--- config.mk ---
export PLATFORM = sky130hd
export DESIGN_NAME = otp_part_buf
export DESIGN_NICKNAME = d
export VERILOG_FILES = /design/src/design/otp_macro_pkg.sv /design/src/design/otp_part_pkg.sv /design/src/design/otp_part_fsm.sv /design/src/design/otp_part_check.sv /design/src/design/otp_part_store.sv /design/src/design/otp_part_buf.sv
export VERILOG_INCLUDE_DIRS = /design/src /design/src/design
export SDC_FILE = /design/constraint.sdc
export NUM_CORES = 1
export LEC_CHECK = 0
export BUFFER_PORTS_ARGS = -buffer_cell sky130_fd_sc_hd__buf_4
export CORE_MARGIN = 5
export CORE_UTILIZATION = 29
export DETAILED_ROUTE_END_ITERATION = 7
export PLACE_DENSITY_LB_ADDON = 0.1
export SLEW_MARGIN = 20
export SYNTH_ARGS = -nofsm -noshare
export SYNTH_HDL_FRONTEND = slang
export SYNTH_SLANG_ARGS = --single-unit
--- constraint.sdc ---
create_clock -name clk_i -period 9.3 [get_ports clk_i]
set_input_delay 1.395 -clock clk_i [delete_from_list [all_inputs] [get_ports clk_i]]
set_output_delay 1.395 -clock clk_i [all_outputs]
set_load 0.01 [all_outputs]
--- src/design/otp_part_defines.svh ---
// Partition geometry, block counter width and OTP macro address width macros
`ifndef OTP_PART_DEFINES_SVH
`define OTP_PART_DEFINES_SVH

////////////////////////////////////////////////////////////////////////////
// Partition geometry
////////////////////////////////////////////////////////////////////////////

// One buffered block, as returned by a single 64-bit macro read
`define OTP_BLOCK_W 64

// Blocks held by the partition, the last one is the digest
`define OTP_PART_BLOCKS 4

// Byte offset of the first block inside the macro
`define OTP_PART_OFFSET 'h40

////////////////////////////////////////////////////////////////////////////
// Address widths
////////////////////////////////////////////////////////////////////////////

// Byte address space of the macro
`define OTP_BYTE_ADDR_W 11

// Macro is addressed in 16-bit halfwords
`define OTP_ADDR_SHIFT 1
`define OTP_ADDR_W 10

// Counter over the blocks of the partition
`define OTP_CNT_W 2

`endif

--- src/design/otp_macro_pkg.sv ---
// OTP macro port types: read command and macro response error code
`default_nettype none

package otp_macro_pkg;

  ////////////////////////////////////////////////////////////////////////////
  // Macro command
  ////////////////////////////////////////////////////////////////////////////

  // Raw read skips the macro ECC, normal read corrects single-bit errors
  typedef enum logic {
    ReadRaw = 1'b0,
    Read    = 1'b1
  } otp_cmd_e;

  ////////////////////////////////////////////////////////////////////////////
  // Macro response error
  ////////////////////////////////////////////////////////////////////////////

  // Returned with every read-valid
  typedef enum logic [1:0] {
    MacroOk        = 2'd0,
    MacroError     = 2'd1,
    // Single-bit error, data was corrected by the macro
    MacroEccCorr   = 2'd2,
    // Data is not usable
    MacroEccUncorr = 2'd3
  } otp_macro_err_e;

endpackage : otp_macro_pkg

`default_nettype wire

--- src/design/otp_part_pkg.sv ---
// Partition types: FSM state, partition error code, read phase and response verdict
`default_nettype none

package otp_part_pkg;

  // Sequencing FSM, plain binary encoding
  typedef enum logic [2:0] {
    ResetSt         = 3'd0,
    InitSt          = 3'd1,
    InitWaitSt      = 3'd2,
    IdleSt          = 3'd3,
    CnstyReadSt     = 3'd4,
    CnstyReadWaitSt = 3'd5,
    ErrorSt         = 3'd6
  } part_state_e;

  // Partition error register, everything past MacroEccCorrError is terminal
  typedef enum logic [2:0] {
    NoError             = 3'd0,
    MacroError          = 3'd1,
    MacroEccCorrError   = 3'd2,
    MacroEccUncorrError = 3'd3,
    CheckFailError      = 3'd4,
    FsmStateError       = 3'd5
  } part_err_e;

  // Which read sequence the outstanding response belongs to
  typedef enum logic {
    PhaseInit  = 1'b0,
    PhaseCnsty = 1'b1
  } read_phase_e;

  // Classification of one macro response
  typedef enum logic [1:0] {
    VerdictOk   = 2'd0,
    VerdictCorr = 2'd1,
    VerdictFail = 2'd2
  } rsp_verdict_e;

endpackage : otp_part_pkg

`default_nettype wire

--- src/design/otp_part_fsm.sv ---
// Partition sequencing FSM with block counter, OTP address generation and lock state
`default_nettype none

`include "otp_part_defines.svh"

module otp_part_fsm
  import otp_part_pkg::*;
(
  input  logic                   clk_i,
  input  logic                   rst_ni,
  // Partition control
  input  logic                   init_req_i,
  input  logic                   cnsty_chk_req_i,
  input  logic                   escalate_en_i,
  // OTP macro handshake
  input  logic                   otp_gnt_i,
  input  logic                   otp_rvalid_i,
  output logic                   otp_req_o,
  output logic [`OTP_ADDR_W-1:0] otp_addr_o,
  // Response classification
  output read_phase_e            rsp_phase_o,
  input  rsp_verdict_e           rsp_verdict_i,
  // Buffer control
  output logic                   buf_wr_en_o,
  output logic [`OTP_CNT_W-1:0]  blk_idx_o,
  output logic                   unlocked_o,
  // Status
  output logic                   init_done_o,
  output logic                   cnsty_chk_ack_o,
  output logic                   fsm_err_o
);

  localparam int unsigned CntW      = `OTP_CNT_W;
  localparam int unsigned ByteAddrW = `OTP_BYTE_ADDR_W;
  localparam int unsigned AddrW     = `OTP_ADDR_W;
  // Bytes per block as a shift amount
  localparam int unsigned BlkShift  = $clog2(`OTP_BLOCK_W / 8);

  localparam logic [CntW-1:0]      LastBlk    = CntW'(`OTP_PART_BLOCKS - 1);
  localparam logic [ByteAddrW-1:0] PartOffset = ByteAddrW'(`OTP_PART_OFFSET);

  part_state_e          state_d, state_q;
  logic [CntW-1:0]      cnt_q;
  logic                 cnt_en, cnt_clr;
  logic                 unlocked_d, unlocked_q;
  logic [ByteAddrW-1:0] byte_addr;

  ////////////////////////////////////////////////////////////////////////////
  // Next state logic
  ////////////////////////////////////////////////////////////////////////////

  always_comb begin : p_fsm
    state_d         = state_q;
    unlocked_d      = unlocked_q;
    otp_req_o       = 1'b0;
    rsp_phase_o     = PhaseInit;
    buf_wr_en_o     = 1'b0;
    cnt_en          = 1'b0;
    cnt_clr         = 1'b0;
    cnsty_chk_ack_o = 1'b0;
    fsm_err_o       = 1'b0;

    unique case (state_q)
      // Wait for the one initialization request
      ResetSt: begin
        if (init_req_i) begin
          state_d = InitSt;
          cnt_clr = 1'b1;
        end
      end
      // Request held until the macro grants it
      InitSt: begin
        otp_req_o = 1'b1;
        if (otp_gnt_i) begin
          state_d = InitWaitSt;
        end
      end
      InitWaitSt: begin
        rsp_phase_o = PhaseInit;
        if (otp_rvalid_i) begin
          if (rsp_verdict_i != VerdictFail) begin
            buf_wr_en_o = 1'b1;
            // Digest is the last block, partition opens after it
            if (cnt_q == LastBlk) begin
              state_d    = IdleSt;
              unlocked_d = 1'b1;
            end else begin
              state_d = InitSt;
              cnt_en  = 1'b1;
            end
          end else begin
            state_d = ErrorSt;
          end
        end
      end
      IdleSt: begin
        if (cnsty_chk_req_i) begin
          state_d = CnstyReadSt;
          cnt_clr = 1'b1;
        end
      end
      // Background re-read of every block
      CnstyReadSt: begin
        otp_req_o = 1'b1;
        if (otp_gnt_i) begin
          state_d = CnstyReadWaitSt;
        end
      end
      CnstyReadWaitSt: begin
        rsp_phase_o = PhaseCnsty;
        if (otp_rvalid_i) begin
          if (rsp_verdict_i == VerdictFail) begin
            // Check is over, it found an error
            state_d         = ErrorSt;
            cnsty_chk_ack_o = 1'b1;
          end else if (cnt_q == LastBlk) begin
            state_d         = IdleSt;
            cnsty_chk_ack_o = 1'b1;
          end else begin
            state_d = CnstyReadSt;
            cnt_en  = 1'b1;
          end
        end
      end
      // Terminal, checks cannot run any more so requests are answered at once
      ErrorSt: begin
        cnsty_chk_ack_o = cnsty_chk_req_i;
      end
      // Unused encoding
      default: begin
        state_d   = ErrorSt;
        fsm_err_o = 1'b1;
      end
    endcase

    // Escalation overrides everything
    if (escalate_en_i) begin
      state_d   = ErrorSt;
      fsm_err_o = 1'b1;
    end
    // Lock down on the way into the error state
    if (state_d == ErrorSt) begin
      unlocked_d = 1'b0;
    end
  end

  ////////////////////////////////////////////////////////////////////////////
  // Address generation
  ////////////////////////////////////////////////////////////////////////////

  // Byte address of the current block, macro takes halfwords
  assign byte_addr  = PartOffset + (ByteAddrW'(cnt_q) << BlkShift);
  assign otp_addr_o = AddrW'(byte_addr >> `OTP_ADDR_SHIFT);

  assign blk_idx_o   = cnt_q;
  assign unlocked_o  = unlocked_q;
  assign init_done_o = unlocked_q;

  ////////////////////////////////////////////////////////////////////////////
  // Registers
  ////////////////////////////////////////////////////////////////////////////

  always_ff @(posedge clk_i or negedge rst_ni) begin : p_regs
    if (!rst_ni) begin
      state_q    <= ResetSt;
      cnt_q      <= '0;
      unlocked_q <= 1'b0;
    end else begin
      state_q    <= state_d;
      unlocked_q <= unlocked_d;
      if (cnt_clr) begin
        cnt_q <= '0;
      end else if (cnt_en) begin
        cnt_q <= cnt_q + 1'b1;
      end
    end
  end

  // Request and address stay put until granted
  ReqHeldUntilGnt_A: assert property (@(posedge clk_i) disable iff (!rst_ni)
    otp_req_o && !otp_gnt_i && !escalate_en_i |=> otp_req_o && $stable(otp_addr_o));

  // Error state is terminal and never reports init done
  ErrorNoInitDone_A: assert property (@(posedge clk_i) disable iff (!rst_ni)
    state_q == ErrorSt |=> state_q == ErrorSt && !$rose(init_done_o));

endmodule : otp_part_fsm

`default_nettype wire

--- src/design/otp_part_check.sv ---
// Response classification, buffer compare and partition error register
`default_nettype none

`include "otp_part_defines.svh"

module otp_part_check
  import otp_macro_pkg::*;
  import otp_part_pkg::*;
(
  input  logic                    clk_i,
  input  logic                    rst_ni,
  // Macro response
  input  logic                    otp_rvalid_i,
  input  logic [`OTP_BLOCK_W-1:0] otp_rdata_i,
  input  otp_macro_err_e          otp_err_i,
  // Sequencing context
  input  read_phase_e             rsp_phase_i,
  input  logic [`OTP_BLOCK_W-1:0] buf_rd_data_i,
  input  logic                    check_byp_en_i,
  input  logic                    escalate_en_i,
  output rsp_verdict_e            rsp_verdict_o,
  output part_err_e               error_o
);

  part_err_e rsp_code;
  part_err_e error_d, error_q;
  logic      mismatch;
  logic      terminal;

  // Compare only on re-reads, life cycle may bypass it
  assign mismatch = (rsp_phase_i == PhaseCnsty) && (otp_rdata_i != buf_rd_data_i) &&
                    !check_byp_en_i;

  always_comb begin : p_verdict
    unique case (otp_err_i)
      MacroOk: begin
        rsp_verdict_o = VerdictOk;
        rsp_code      = NoError;
      end
      MacroEccCorr: begin
        rsp_verdict_o = VerdictCorr;
        rsp_code      = MacroEccCorrError;
      end
      MacroEccUncorr: begin
        rsp_verdict_o = VerdictFail;
        rsp_code      = MacroEccUncorrError;
      end
      default: begin
        rsp_verdict_o = VerdictFail;
        rsp_code      = otp_part_pkg::MacroError;
      end
    endcase
    // Corrected data that still differs is a real mismatch
    if (mismatch && rsp_verdict_o != VerdictFail) begin
      rsp_verdict_o = VerdictFail;
      rsp_code      = CheckFailError;
    end
  end

  ////////////////////////////////////////////////////////////////////////////
  // Error register
  ////////////////////////////////////////////////////////////////////////////

  // Corrected ECC is only a note, anything else sticks
  assign terminal = !(error_q inside {NoError, MacroEccCorrError});

  always_comb begin : p_err
    error_d = error_q;
    if (escalate_en_i) begin
      error_d = FsmStateError;
    end else if (otp_rvalid_i && !terminal && rsp_verdict_o != VerdictOk) begin
      error_d = rsp_code;
    end
  end

  always_ff @(posedge clk_i or negedge rst_ni) begin : p_err_reg
    if (!rst_ni) begin
      error_q <= NoError;
    end else begin
      error_q <= error_d;
    end
  end

  assign error_o = error_q;

  EscToFsmErr_A: assert property (@(posedge clk_i) disable iff (!rst_ni)
    escalate_en_i |=> error_o == FsmStateError);

endmodule : otp_part_check

`default_nettype wire

--- src/design/otp_part_store.sv ---
// Partition buffer registers, gated data and digest outputs, software access locks
`default_nettype none

`include "otp_part_defines.svh"

module otp_part_store (
  input  logic                                     clk_i,
  input  logic                                     rst_ni,
  // Write port from the sequencer
  input  logic                                     buf_wr_en_i,
  input  logic [`OTP_CNT_W-1:0]                    blk_idx_i,
  input  logic [`OTP_BLOCK_W-1:0]                  otp_rdata_i,
  input  logic                                     unlocked_i,
  // Runtime locks from software
  input  logic                                     sw_read_lock_i,
  input  logic                                     sw_write_lock_i,
  // Buffered block at the current index, for the compare
  output logic [`OTP_BLOCK_W-1:0]                  buf_rd_data_o,
  output logic [`OTP_BLOCK_W*`OTP_PART_BLOCKS-1:0] data_o,
  output logic [`OTP_BLOCK_W-1:0]                  digest_o,
  output logic                                     read_lock_o,
  output logic                                     write_lock_o
);

  localparam int unsigned BlkW   = `OTP_BLOCK_W;
  localparam int unsigned Blocks = `OTP_PART_BLOCKS;

  logic [BlkW-1:0] blocks_q [Blocks];

  ////////////////////////////////////////////////////////////////////////////
  // Buffer registers
  ////////////////////////////////////////////////////////////////////////////

  always_ff @(posedge clk_i) begin : p_buf
    if (buf_wr_en_i) begin
      blocks_q[blk_idx_i] <= otp_rdata_i;
    end
  end

  assign buf_rd_data_o = blocks_q[blk_idx_i];

  // Hardware consumers see zeros until the partition is open
  always_comb begin : p_data_out
    for (int i = 0; i < Blocks; i++) begin
      data_o[i*BlkW +: BlkW] = unlocked_i ? blocks_q[i] : '0;
    end
  end

  // Digest is not gated
  assign digest_o = blocks_q[Blocks-1];

  ////////////////////////////////////////////////////////////////////////////
  // Access locks
  ////////////////////////////////////////////////////////////////////////////

  // A locked partition is closed to software in both directions
  assign read_lock_o  = sw_read_lock_i | ~unlocked_i;
  // Once a digest is in place the contents are frozen
  assign write_lock_o = sw_write_lock_i | ~unlocked_i | (digest_o != '0);

  LockedImpliesLocks_A: assert property (@(posedge clk_i) disable iff (!rst_ni)
    !unlocked_i |-> read_lock_o && write_lock_o && data_o == '0);

endmodule : otp_part_store

`default_nettype wire

--- src/design/otp_part_buf.sv ---
// Buffered OTP partition top level: sequencing FSM, response check and buffer store
`default_nettype none

`include "otp_part_defines.svh"

module otp_part_buf
  import otp_macro_pkg::*;
  import otp_part_pkg::*;
(
  input  logic                                     clk_i,
  input  logic                                     rst_ni,
  // Initialization
  input  logic                                     init_req_i,
  output logic                                     init_done_o,
  // Background consistency check
  input  logic                                     cnsty_chk_req_i,
  output logic                                     cnsty_chk_ack_o,
  // Life cycle and escalation
  input  logic                                     escalate_en_i,
  input  logic                                     check_byp_en_i,
  // Status
  output part_err_e                                error_o,
  output logic                                     fsm_err_o,
  // Software access locks
  input  logic                                     sw_read_lock_i,
  input  logic                                     sw_write_lock_i,
  output logic                                     read_lock_o,
  output logic                                     write_lock_o,
  // Buffered contents
  output logic [`OTP_BLOCK_W-1:0]                  digest_o,
  output logic [`OTP_BLOCK_W*`OTP_PART_BLOCKS-1:0] data_o,
  // OTP macro port
  output logic                                     otp_req_o,
  output logic [`OTP_ADDR_W-1:0]                   otp_addr_o,
  input  logic                                     otp_gnt_i,
  input  logic                                     otp_rvalid_i,
  input  logic [`OTP_BLOCK_W-1:0]                  otp_rdata_i,
  input  otp_macro_err_e                           otp_err_i
);

  read_phase_e              rsp_phase;
  rsp_verdict_e             rsp_verdict;
  logic                     buf_wr_en;
  logic [`OTP_CNT_W-1:0]    blk_idx;
  logic                     unlocked;
  logic [`OTP_BLOCK_W-1:0]  buf_rd_data;

  ////////////////////////////////////////////////////////////////////////////
  // Sequencing
  ////////////////////////////////////////////////////////////////////////////

  otp_part_fsm u_fsm (
    .clk_i,
    .rst_ni,
    .init_req_i,
    .cnsty_chk_req_i,
    .escalate_en_i,
    .otp_gnt_i,
    .otp_rvalid_i,
    .otp_req_o,
    .otp_addr_o,
    .rsp_phase_o     ( rsp_phase   ),
    .rsp_verdict_i   ( rsp_verdict ),
    .buf_wr_en_o     ( buf_wr_en   ),
    .blk_idx_o       ( blk_idx     ),
    .unlocked_o      ( unlocked    ),
    .init_done_o,
    .cnsty_chk_ack_o,
    .fsm_err_o
  );

  // Response verdict and error register
  otp_part_check u_check (
    .clk_i,
    .rst_ni,
    .otp_rvalid_i,
    .otp_rdata_i,
    .otp_err_i,
    .rsp_phase_i     ( rsp_phase   ),
    .buf_rd_data_i   ( buf_rd_data ),
    .check_byp_en_i,
    .escalate_en_i,
    .rsp_verdict_o   ( rsp_verdict ),
    .error_o
  );

  ////////////////////////////////////////////////////////////////////////////
  // Buffer and locks
  ////////////////////////////////////////////////////////////////////////////

  otp_part_store u_store (
    .clk_i,
    .rst_ni,
    .buf_wr_en_i     ( buf_wr_en   ),
    .blk_idx_i       ( blk_idx     ),
    .otp_rdata_i,
    .unlocked_i      ( unlocked    ),
    .sw_read_lock_i,
    .sw_write_lock_i,
    .buf_rd_data_o   ( buf_rd_data ),
    .data_o,
    .digest_o,
    .read_lock_o,
    .write_lock_o
  );

endmodule : otp_part_buf

`default_nettype wire

# After elaboration in Yosys (flattened, before gate mapping)
# Memory sizes are Yosys's and may differ from the RTL's.
# Index checks and enable logic that the tools add are counted.
# Widths: inputs -> output; s select.
[totals] inputBits=76 mem_bits_rw=256 out_inout_bits=339 word_cells=98 register_bits=9 n_memories=1
[memory_table] memory="u_store.blocks_q" words=4 width=64 rd=5 rd_ports_with_merged_regs=0 write_ports=1 line_no="otp_part_store.sv:28" rtl="logic [BlkW-1:0] blocks_q [Blocks];"
[classes] mux=51 n_bitwise=4 add_sub_neg=2 eq_ne=15 n_reduce_logical=21
[op_table] op="$mux 64" count=4
[op_table] op="$ne 64x64->1" count=1
[op_table] op="$reduce_bool 64->1" count=1
[op_table] op="$mux 3" count=13
[op_table] op="$mux 1" count=24
[op_table] op="$pmux 3 s7" count=1
[op_table] op="$reduce_bool 2->1" count=8
[op_table] op="$eq 3x3->1 const B" count=4
[op_table] op="$eq 3x2->1 const B" count=3
[op_table] op="$add 7x5->8 const A" count=1
[op_table] op="$eq 2x2->1 const B" count=4
[op_table] op="$mux 2" count=4
[op_table] op="$reduce_or 7->1" count=1
[op_table] op="$logic_not 3->1" count=2
[op_table] op="$pmux 1 s2" count=3
[op_table] op="$pmux 2 s3" count=1
[op_table] op="$logic_and 1x1->1" count=5
[op_table] op="$ne 2x2->1 const B" count=2
[op_table] op="$pmux 2 s2" count=1
[op_table] op="$reduce_and 4->1" count=1
[op_table] op="$eq 3x1->1 const B" count=1
[op_table] op="$or 1x1->1" count=3
[op_table] op="$add 2x1->2 const B" count=1
[op_table] op="$logic_not 2->1" count=1
[op_table] op="other kinds (3)" count=3

# Logic depth before layout (Yosys ltp)
# Gate-level depths: netlist of run 1.
[logic_depth] depth_word=14 ltp_mapped=11 ltp_nobuf=7

# Cells and area by module
# From an unflattened synthesis of run 1, not the netlist that was laid out.
[hier_totals] hier_cells=823 hier_area_um2=12619.6
[modules_own_cells] mod="otp_part_store" n_inst=1 area_each_um2=11146.9 cells_per_inst=649 seq_area_each_um2=7687.4
[modules_own_cells] mod="otp_part_check" n_inst=1 area_each_um2=882.1 cells_per_inst=101 seq_area_each_um2=75.1
[modules_own_cells] mod="otp_part_fsm" n_inst=1 area_each_um2=590.6 cells_per_inst=73 seq_area_each_um2=150.1

# Worst setup path before layout of run 1
# Ideal clock, no wire load.
[synth_timing] path_kind="input to register" from="input port otp_rvalid_i" to="memory u_store.blocks_q[3][0] (netlist name), enable pin" path_stages=3 t_required_ps=8870 arrival_ps=3427 slack_ps=5443 path_cell_list="inv_1 > nor4_1 > and3_1"
[synth_via] elab_chain_len=4
[synth_rtl] element="start, declared" line_no="otp_part_buf.sv:36" rtl="input logic otp_rvalid_i,"
[synth_rtl] element="$mux 1" line_no="otp_part_fsm.sv:80" rtl="if (otp_rvalid_i) begin"
[synth_rtl] element="$mux 1" line_no="otp_part_fsm.sv:63" rtl="unique case (state_q)"
[synth_rtl] element="$mux 1" line_no="otp_part_store.sv:35" rtl="if (buf_wr_en_i) begin"
[synth_rtl] element="$mux 1 (implied by the code)" line_no="otp_part_store.sv:36" rtl="blocks_q[blk_idx_i] <= otp_rdata_i;"
[synth_rtl] element="end, declared" line_no="otp_part_store.sv:28"
# No other way between the ends.

# Worst setup path after layout of run 1
[layout_timing] from="register u_fsm.cnt_q[1], in the netlist u_fsm.blk_idx_o[1]" to="output port cnsty_chk_ack_o"
[layout_via] elab_chain_len=10
[layout_rtl] element="start, declared" line_no="otp_part_fsm.sv:43" rtl="logic [CntW-1:0] cnt_q;"
[layout_rtl] element="start signal, assigned" line_no="otp_part_fsm.sv:174" rtl="cnt_q <= cnt_q + 1'b1;"
[layout_rtl] element="$mem_v2 4x64"
[layout_rtl] element="$ne 64x64->1" line_no="otp_part_check.sv:31" rtl="assign mismatch = (rsp_phase_i == PhaseCnsty) && (otp_rdata_i != buf_rd_data_i) &&"
[layout_rtl] element="$logic_and 1x1->1 (2 in a row)" line_no="otp_part_check.sv:31"
[layout_rtl] element="$logic_and 1x1->1" line_no="otp_part_check.sv:54" rtl="if (mismatch && rsp_verdict_o != VerdictFail) begin"
[layout_rtl] element="$mux 2" line_no="otp_part_check.sv:54"
[layout_rtl] element="$eq 2x2->1" line_no="otp_part_fsm.sv:112" rtl="if (rsp_verdict_i == VerdictFail) begin"
[layout_rtl] element="$mux 1 *" line_no="otp_part_fsm.sv:112"
[layout_rtl] element="$mux 1 *" line_no="otp_part_fsm.sv:111" rtl="if (otp_rvalid_i) begin"
[layout_rtl] element="$pmux 1 s2 *" line_no="otp_part_fsm.sv:63"
[layout_rtl] element="end, declared" line_no="otp_part_buf.sv:17" rtl="output logic cnsty_chk_ack_o,"
# Every way passes the cells marked *; elsewhere a longest branch is shown, timed or not.

==> impl_table.tex, run 1 <==
\begin{tabular}{lr}
\hline
Metric & Value \\
\hline
\multicolumn{2}{l}{\textbf{Global routing}} \\
\quad Congestion Overflow GR & 0 \\
\quad Via count of the first global-routing pass & between 8000 and 9000 \\
\quad Initial antenna violation count & 0 \\
\quad Global-route wire length before repair & $\sim$64000 µm \\
\quad Total routing usage reported by global routing & 0.1795 \\
\quad Maximum number of pins on one net before global-route repair & 103 \\
\multicolumn{2}{l}{\textbf{Power and ir drop}} \\
\quad Proportion of power drawn by flip-flops and latches & 0.514 \\
\quad Net Sw Power & approximately 560 µW \\
\quad Share of total power in the clock network & 0.429 \\
\quad P\_int & 2012 µW \\
\quad Fraction of power consumed by combinational cells & 0.057 \\
\quad PwrDens & 150.4 nW/µm² \\
\quad Peak supply drop & 0.1187 mV \\
\quad Switching portion of total power & 0.2165 \\
\quad Leakage power & 0.006463 µW \\
\multicolumn{2}{l}{\textbf{Finish}} \\
\quad Share of cells above drive strength 1 & 0.4222 \\
\quad Most common cell after layout, fill and taps aside & sky130\_fd\_sc\_hd\_\_buf\_4 \\
\quad Ant. Diodes & 0 \\
\quad Layout-stage area growth over the synthesis result & 35.68\% \\
\quad Number of fill cells & 4200 \\
\quad Final net count & 1305 \\
\quad Number of standard cells in the final layout excluding fillers & between 1500 and 2000 \\
\quad Most frequent cells in the layout & sky130\_fd\_sc\_hd\_\_buf\_4, sky130\_fd\_sc\_hd\_\_and2\_1, sky130\_fd\_sc\_hd\_\_edfxtp\_1, sky130\_fd\_sc\_hd\_\_xnor2\_1, sky130\_fd\_sc\_hd\_\_mux4\_2 \\
\multicolumn{2}{l}{\textbf{Floorplan}} \\
\quad Number of top-level pins & 415 \\
\quad Total Die Area & roughly 48000 µm² \\
\quad Starting Density & 0.2927 \\
\quad Total number of placement rows & 76 \\
\quad Die W & $\sim$220 µm \\
\quad Die Y-Extent & 218.3 µm \\
\quad Area of the core & 42980 µm² \\
\multicolumn{2}{l}{\textbf{CTS}} \\
\quad Clock Latency Late Sink & 0.55 ns \\
\quad Clock buffer count from CTS & 30 \\
\quad Post-CTS Setup Bufs & 0 \\
\quad Clock sink count & about 270 \\
\quad Max Buffers Root-to-Sink & 3 \\
\quad Clock Tree Root & sky130\_fd\_sc\_hd\_\_clkbuf\_16 \\
\quad H-tree depth & 1 \\
\quad TritonCTS clock tree & yes \\
\quad Number of gates resized after cts & 0 \\
\quad Clock transition time at the flip-flop clock pins of the worst setup and hold paths & approximately 0.060 ns \\
\quad Post-cts hold buffer count & 0 \\
\multicolumn{2}{l}{\textbf{Timing}} \\
\quad Time the worst path needs with I/O delays and setup & 6.060 ns \\
\quad Maximum clock skew at final layout & 0.01071 ns \\
\quad Final worst path period share & 0.6516 \\
\quad Max-slew violation count & 0 \\
\quad Summed negative setup slack over all endpoints & 0 ns \\
\quad Highest attainable clock frequency & 165.0 MHz \\
\quad Slew margin rel. & 0.3386 \\
\quad Fin. Hold Viols & 0 \\
\quad RSZ-0062 raised after global routing & false \\
\quad Measured slew at the worst slew-check pin & 0.9830 ns \\
\quad \# setup viols final & 0 \\
\multicolumn{2}{l}{\textbf{Critical path}} \\
\quad Sum of buffers and inverters on the critical path & 2 \\
\quad Ordered cell list for the critical path & buf\_4 -> mux4\_2 -> xnor2\_1 -> nand4\_1 -> nor4\_1 -> nand4\_1 -> a21oi\_1 -> o21ai\_1 -> buf\_4 \\
\quad Cell family with the largest share of critical-path delay & simple AND/OR/NAND/NOR gates \\
\quad Category of the worst setup path launch point & flip-flop \\
\quad Longest individual stage delay on the worst path & 0.82 ns \\
\quad Critical path data arrival time & 4.66 ns \\
\quad Setup CP Type & flip-flop to output pin \\
\quad Required time at the worst-slack endpoint & $\sim$7.9 ns \\
\quad Critical path endpoint category & output pin \\
\quad Maximum fanout encountered on the critical timing path & 36 \\
\quad Critical Path Slowest Stage Cell & sky130\_fd\_sc\_hd\_\_dfrtp\_4 \\
\multicolumn{2}{l}{\textbf{Synth}} \\
\quad Sequential cell area fraction in the yosys report & 0.6289 \\
\quad Fraction of the mapped netlist area in compound gates & 0.01363 \\
\quad Post-synthesis register bit count & 265 \\
\quad Dominant combinational cell family by area after synthesis & simple AND/OR/NAND/NOR gates \\
\quad Share of synthesized area spent on multiplexers & 0.1178 \\
\quad Post-synth EDFFs & $\sim$260 \\
\quad Fraction of synthesized cell area in xor and xnor cells & 0.04525 \\
\quad Simple-gate area share of the yosys netlist & 0.1634 \\
\quad Post-synthesis cell area & 12580 µm² \\
\quad Number of instances in the synthesized netlist & 828 \\
\quad Most used DFF post-synth & sky130\_fd\_sc\_hd\_\_edfxtp\_1 \\
\quad Number of unique standard cell types used by synthesis & 41 \\
\quad Average cell area after synthesis & 15.19 µm² \\
\quad Post-synthesis adder-cell area fraction & 0.003978 \\
\quad Fraction of synthesis flops using an asynchronous set or reset pin & 0.03396 \\
\quad Synthesis Warnings & 0 \\
\multicolumn{2}{l}{\textbf{Drt}} \\
\quad First-pass detailed-route iteration total & 5 \\
\quad DRC violation total after the first TritonRoute iteration & 501 \\
\quad Routed length per placed instance & $\sim$25 µm \\
\quad \# DRC & 0 \\
\quad Residual antenna-violating net count after detailed routing & 0 \\
\quad Via/cell ratio & around 4.7 \\
\quad Total number of vias & roughly 8500 \\
\quad Post-detailed-routing wire length & 45050 µm \\
\multicolumn{2}{l}{\textbf{Run}} \\
\quad Number of maximum-capacitance constraint violations & 0 \\
\multicolumn{2}{l}{\textbf{Placement}} \\
\quad HPWL after DPL & 32670 µm \\
\quad Placer's final routability congestion estimate & 0.7919 \\
\quad Port Buf Inserts & 406 \\
\quad Number of placed instances with taps included & 1778 \\
\multicolumn{2}{l}{\textbf{Min path}} \\
\quad Worst Hold Class & flip-flop to flip-flop \\
\multicolumn{2}{l}{\textbf{Status}} \\
\quad Outcome & complete, no violations \\
\hline
\end{tabular}
## final cells by class
type,instances,area [µm²],share of cell area
timing repair buffer,414,3108,0.1821
multi-input combinational,505,4378,0.2565
sequential,265,7924,0.4642
clock inverter,14,88.84,0.005204
inverter,9,33.78,0.001979
clock buffer,39,805.8,0.04720
tap,585,732.0,0.04288
## power groups by stage
stage	sequential (µW)	clock (µW)	combinational, µW
after floorplan	1330	0	87.0
after global placement	1350	0	149
after detailed placement	1350	0	149
after CTS	1320	1140	150
after global routing	1320	1190	158
final	1320	1100	146
## path summary, 6_finish.rpt
| kind | from | endpoint | slack (ns) | depth (start not counted) |
|---|---|---|---|---|
| worst max-delay path | u_fsm.blk_idx_o[1]$_DFFE_PN0P_ | cnsty_chk_ack_o | 3.24 | 9 |
| worst max register to register | u_fsm.blk_idx_o[1]$_DFFE_PN0P_ | u_fsm.blk_idx_o[0]$_DFFE_PN0P_ | 5.07 | 8 |
| worst min register to register | u_check.error_o[2]$_DFFE_PN0P_ | u_check.error_o[2]$_DFFE_PN0P_ | 0.54 | 2 |
| max in group asynchronous | rst_ni | u_fsm.blk_idx_o[0]$_DFFE_PN0P_ | 8.48 | 1 |
| min in group asynchronous | rst_ni | u_check.error_o[2]$_DFFE_PN0P_ | 0.66 | 1 |
| worst min-delay path | u_check.error_o[2]$_DFFE_PN0P_ | u_check.error_o[2]$_DFFE_PN0P_ | 0.54 | 2 |
## layer usage
layer	GRT usage	wire length, µm	vias up
li1	-	-	3854
met3	0.03449	2726	36
met4	0.03663	711	0
met2	0.3032	22400	283
met1	0.2432	19210	4361
met5	0	0	-
## cells by family after synthesis
kind of cell | count (synthesis)
and+or+nand+nor | 333
DFF | 265
muxes | 68
xor gates and xnor gates | 65
buffers and inverters | 64
AOI/OAI and AO/OA | 27
adders and majority gates | 4
other | 2
## tightest hold or removal path, stage by stage (launching register included)
cell	delay (ns)
sky130_fd_sc_hd__dfrtp_1	0.39
sky130_fd_sc_hd__nor2_1	0.06
sky130_fd_sc_hd__o31ai_1	0.06
## synthesized netlist by cell type, drive strengths merged, types with 2 or more instances
master  count  share of area
and2      256           0.13
edfxtp    256           0.61
xnor2      65          0.045
mux4       64           0.11
clkbuf     32         0.0095
buf        23          0.014
nand4      21          0.010
nor4       21          0.011
dfrtp       9          0.018
inv         9         0.0027
a21oi       8         0.0035
o21ai       8         0.0032
nand2       7         0.0021
nor3        7         0.0028
nor2        6         0.0018
and3        4         0.0020
ha          4         0.0040
mux2i       4         0.0032
o21bai      3         0.0018
or3         3         0.0015
conb        2        0.00060
nor3b       2         0.0012
## metrics by stage
stage | area (µm²) | total power, µW | setup slack (ns) | hold WS (ns) | utilization
2_1_floorplan | 12600 | 1422 | 5.443 | 0.5258 | -
3_3_place_gp | 16180 | 1494 | 3.619 | 0.5096 | 0.3763
3_5_place_dp | 16180 | 1495 | 3.595 | 0.5259 | 0.3763
4_1_cts | 17070 | 2606 | 2.975 | 0.5410 | 0.3972
5_1_grt | 17070 | 2668 | 2.793 | 0.5819 | 0.3972
6_report | 17070 | 2568 | 3.240 | 0.5401 | 0.3972
## state kept, by name, indices dropped and copies added (netlist names)
name and flops:
u_store.blocks_q 256, u_check.error_o 3, u_fsm.state_q 3, u_fsm.blk_idx_o 2, u_fsm.init_done_o 1
Power figures use the tool's default switching activity.
==> run 2: changes to the inputs <==
==> constraint.sdc (replaced) <==
create_clock -name clk_i -period 5.3 [get_ports clk_i]
set_input_delay 0.795 -clock clk_i [delete_from_list [all_inputs] [get_ports clk_i]]
set_output_delay 0.795 -clock clk_i [all_outputs]
set_load 0.01 [all_outputs]
==> impl_table.tex, run 2 (same netlist as run 1, synthesis figures left out) <==
\begin{tabular}{lr}
\hline
Metric & Value \\
\hline
\multicolumn{2}{l}{\textbf{Finish}} \\
\quad Number of fill cells & 4154 (-1.1\%) \\
\quad Top register by number of flip-flops & u\_store.blocks\_q \\
\quad Most common cell after layout, fill and taps aside & sky130\_fd\_sc\_hd\_\_buf\_4 \\
\quad Multi-input combinational cell area & 4378 µm² (unchanged) \\
\quad Share of cells above drive strength 1 & 0.4232 (+0.001079) \\
\quad Final net count & 1315 (+0.77\%) \\
\quad Largest register FFs & 256 (unchanged) \\
\quad Storage element area & 7924 µm² (unchanged) \\
\quad Most frequent cells in the layout & sky130\_fd\_sc\_hd\_\_buf\_4, sky130\_fd\_sc\_hd\_\_and2\_1, sky130\_fd\_sc\_hd\_\_edfxtp\_1, sky130\_fd\_sc\_hd\_\_xnor2\_1, sky130\_fd\_sc\_hd\_\_mux4\_2 \\
\quad Layout-stage area growth over the synthesis result & 36.69\% \\
\multicolumn{2}{l}{\textbf{Timing}} \\
\quad Max-slew violation count & 0 (unchanged) \\
\quad Summed negative setup slack over all endpoints & 0 ns (unchanged) \\
\quad RSZ-0062 raised after global routing & false \\
\quad Measured slew at the worst slew-check pin & 1.076 ns (+0.09261 ns) \\
\quad Maximum clock skew at final layout & 0.01178 ns (+0.001069 ns) \\
\quad Highest attainable clock frequency & 208.0 MHz \\
\quad Slew margin rel. & 0.2829 (-0.05570) \\
\quad Fin. Hold Viols & 0 (unchanged) \\
\quad Final worst path period share & 0.9072 \\
\quad \# setup viols final & 0 (unchanged) \\
\quad Time the worst path needs with I/O delays and setup & between 4 and 5 ns \\
\multicolumn{2}{l}{\textbf{CTS}} \\
\quad TritonCTS clock tree & yes \\
\quad H-tree depth & 1 (unchanged) \\
\quad Max Buffers Root-to-Sink & 3 (unchanged) \\
\quad Clock buffer count from CTS & 30 (unchanged) \\
\quad Clock Latency Late Sink & 0.56 ns (about the same) \\
\quad Clock Tree Root & sky130\_fd\_sc\_hd\_\_clkbuf\_16 \\
\quad Clock sink count & 265 (unchanged) \\
\quad Number of gates resized after cts & 0 (unchanged) \\
\quad Post-cts hold buffer count & 0 (unchanged) \\
\quad Clock transition time at the flip-flop clock pins of the worst setup and hold paths & 0.06 ns (about the same) \\
\multicolumn{2}{l}{\textbf{Drt}} \\
\quad DRC violation total after the first TritonRoute iteration & 481 (-4.0\%) \\
\quad Post-detailed-routing wire length & 46250 µm (+2.7\%) \\
\quad \# DRC & 0 (unchanged) \\
\quad Routed length per placed instance & 25.09 µm (+2.0\%) \\
\quad Residual antenna-violating net count after detailed routing & 0 (unchanged) \\
\quad Total number of vias & 8697 (+1.9\%) \\
\quad Via/cell ratio & 4.719 (+1.2\%) \\
\quad First-pass detailed-route iteration total & 5 (unchanged) \\
\multicolumn{2}{l}{\textbf{Critical path}} \\
\quad Maximum fanout encountered on the critical timing path & 20 (-44\%) \\
\quad Reg2Reg Capture Point & u\_fsm.blk\_idx\_o[0]\$\_DFFE\_PN0P\_ \\
\quad Launch point of the worst reg-to-reg path & u\_fsm.blk\_idx\_o[1]\$\_DFFE\_PN0P\_ \\
\quad Category of the worst setup path launch point & flip-flop \\
\quad Critical path data arrival time & 4.01 ns (-0.65 ns) \\
\quad Setup slack of the worst register-to-register path & 1.62 ns (-3.45 ns) \\
\quad Critical path endpoint category & output pin \\
\quad Required time at the worst-slack endpoint & 4.51 ns (-3.40 ns) \\
\quad Setup CP Type & flip-flop to output pin \\
\quad Worst R2R Path Depth & 11 (+3) \\
\multicolumn{2}{l}{\textbf{Power and ir drop}} \\
\quad PwrDens & 262.7 nW/µm² (+75\%) \\
\quad Switching portion of total power & 0.2174 (+0.0008309) \\
\quad Proportion of power drawn by flip-flops and latches & 0.511 (-0.003) \\
\quad Peak supply drop & 0.2033 mV (+71\%) \\
\quad Leakage power & 0.006519 µW (+0.87\%) \\
\quad Fraction of power consumed by combinational cells & 0.061 (+0.004) \\
\quad Net Sw Power & 981.8 µW (+77\%) \\
\quad P\_int & 3535 µW (+76\%) \\
\quad Share of total power in the clock network & 0.428 (about the same) \\
\quad Overall power consumption & 4517 µW (+76\%) \\
\multicolumn{2}{l}{\textbf{Floorplan}} \\
\quad Die Y-Extent & 218.3 µm (unchanged) \\
\quad Number of top-level pins & 415 (unchanged) \\
\quad Die W & 218.3 µm (unchanged) \\
\quad Total Die Area & 47650 µm² (unchanged) \\
\quad Total number of placement rows & 76 (unchanged) \\
\quad Area of the core & 42980 µm² (unchanged) \\
\quad Starting Density & 0.2927 (unchanged) \\
\multicolumn{2}{l}{\textbf{Global routing}} \\
\quad Most Used Layer, Global Route & met2 \\
\quad Maximum number of pins on one net before global-route repair & 116 (+13\%) \\
\quad Met1 track demand over resource & 0.2541 (+0.01093) \\
\quad Initial antenna violation count & 2 (+2) \\
\quad Via count of the first global-routing pass & 9001 (+1.4\%) \\
\quad Global-route track usage on met2 & 0.3081 (+0.004882) \\
\quad Congestion Overflow GR & 0 (unchanged) \\
\quad Total routing usage reported by global routing & 0.1852 (+0.005741) \\
\quad M3 GR Usage & 0.03352 (-0.0009697) \\
\quad Global-route wire length before repair & 65440 µm (+3.0\%) \\
\multicolumn{2}{l}{\textbf{Placement}} \\
\quad Port Buf Inserts & 406 (unchanged) \\
\quad Placer's final routability congestion estimate & 0.7900 (-0.24\%) \\
\quad HPWL after DPL & 33420 µm (+2.3\%) \\
\multicolumn{2}{l}{\textbf{Min path}} \\
\quad Worst Hold Class & primary input to async pin \\
\multicolumn{2}{l}{\textbf{Run}} \\
\quad Number of maximum-capacitance constraint violations & 0 (unchanged) \\
\multicolumn{2}{l}{\textbf{Status}} \\
\quad Outcome & complete, no violations \\
\hline
\end{tabular}
-- run 2: worst max-delay path, stage by stage, from the launching register on --
cell	delay [ns]
sky130_fd_sc_hd__dfrtp_4	0.76
sky130_fd_sc_hd__buf_12	0.22
sky130_fd_sc_hd__buf_4	0.21
sky130_fd_sc_hd__mux4_2	0.33
sky130_fd_sc_hd__xnor2_1	0.50
sky130_fd_sc_hd__nand4_1	0.16
sky130_fd_sc_hd__nor4_1	0.46
sky130_fd_sc_hd__nand4_1	0.15
sky130_fd_sc_hd__buf_4	0.21
sky130_fd_sc_hd__a21oi_1	0.17
sky130_fd_sc_hd__o21ai_1	0.11
sky130_fd_sc_hd__buf_4	0.15
-- run 2: worst max path at each step --
stage | depth (start not counted) | to | from | slack [ns]
2_1_floorplan | 3 | u_store.blocks_q[3][0]$_DFFE_PP_ | otp_rvalid_i | 2.04
3_3_place_gp | 9 | cnsty_chk_ack_o | u_fsm.blk_idx_o[0]$_DFFE_PN0P_ | 0.56
3_5_place_dp | 9 | cnsty_chk_ack_o | u_fsm.blk_idx_o[0]$_DFFE_PN0P_ | 0.58
4_1_cts | 9 | cnsty_chk_ack_o | u_fsm.blk_idx_o[0]$_DFFE_PN0P_ | 0.18
5_1_grt | 10 | cnsty_chk_ack_o | u_fsm.blk_idx_o[0]$_DFFE_PN0P_ | 0.24
6_report | 11 | cnsty_chk_ack_o | u_fsm.blk_idx_o[1]$_DFFE_PN0P_ | 0.49
-- run 2: final cells by class --
| type | instances | share of cell area |
|---|---|---|
| Sequential cell | 265 | 0.4608 |
| Antenna cell | 1 | 0.0001455 |
| Inverter | 9 | 0.001964 |
| Tap cell | 585 | 0.04256 |
| Clock inverter | 16 | 0.005311 |
| Multi-Input combinational cell | 505 | 0.2546 |
| Clock buffer | 38 | 0.04664 |
| Timing Repair Buffer | 424 | 0.1880 |
-- run 2: power by group through the flow --
| stage | logic, µW | clock network, µW | registers, µW |
|---|---|---|---|
| floorplan | 153 | 0 | 2340 |
| global placement | 265 | 0 | 2360 |
| detailed placement | 266 | 0 | 2360 |
| CTS | 281 | 1990 | 2310 |
| global route | 296 | 2070 | 2310 |
| finish | 275 | 1930 | 2310 |
-- run 2: stage by stage --
stage	setup WS, ns	util	area, µm²	std cells	hold slack (ns)
finish	0.4921	0.4001	17200	1843	0.05783
global route	0.2375	0.4001	17200	1843	0.03600
CTS	0.1800	0.3997	17180	1840	0.02207
detailed placement	0.5806	0.3780	16250	1784	0.5088
global placement	0.5647	0.3780	16250	1784	0.5041
floorplan	2.043	-	12600	834	0.4994
-- run 2: metal layers --
layer  share of wire  vias to the layer above
li1                -                     3870
met1            0.43                     4435
met2            0.49                      342
met3           0.063                       48
met4           0.021                        2
met5         0.00028                        -
-- run 2: what timing repair did --
| item | in CTS | in global routing |
|---|---|---|
| pin swaps | 0 | 1 |
| setup buffers | 2 | 2 |
| endpoints found under the setup margin | 1 | 1 |
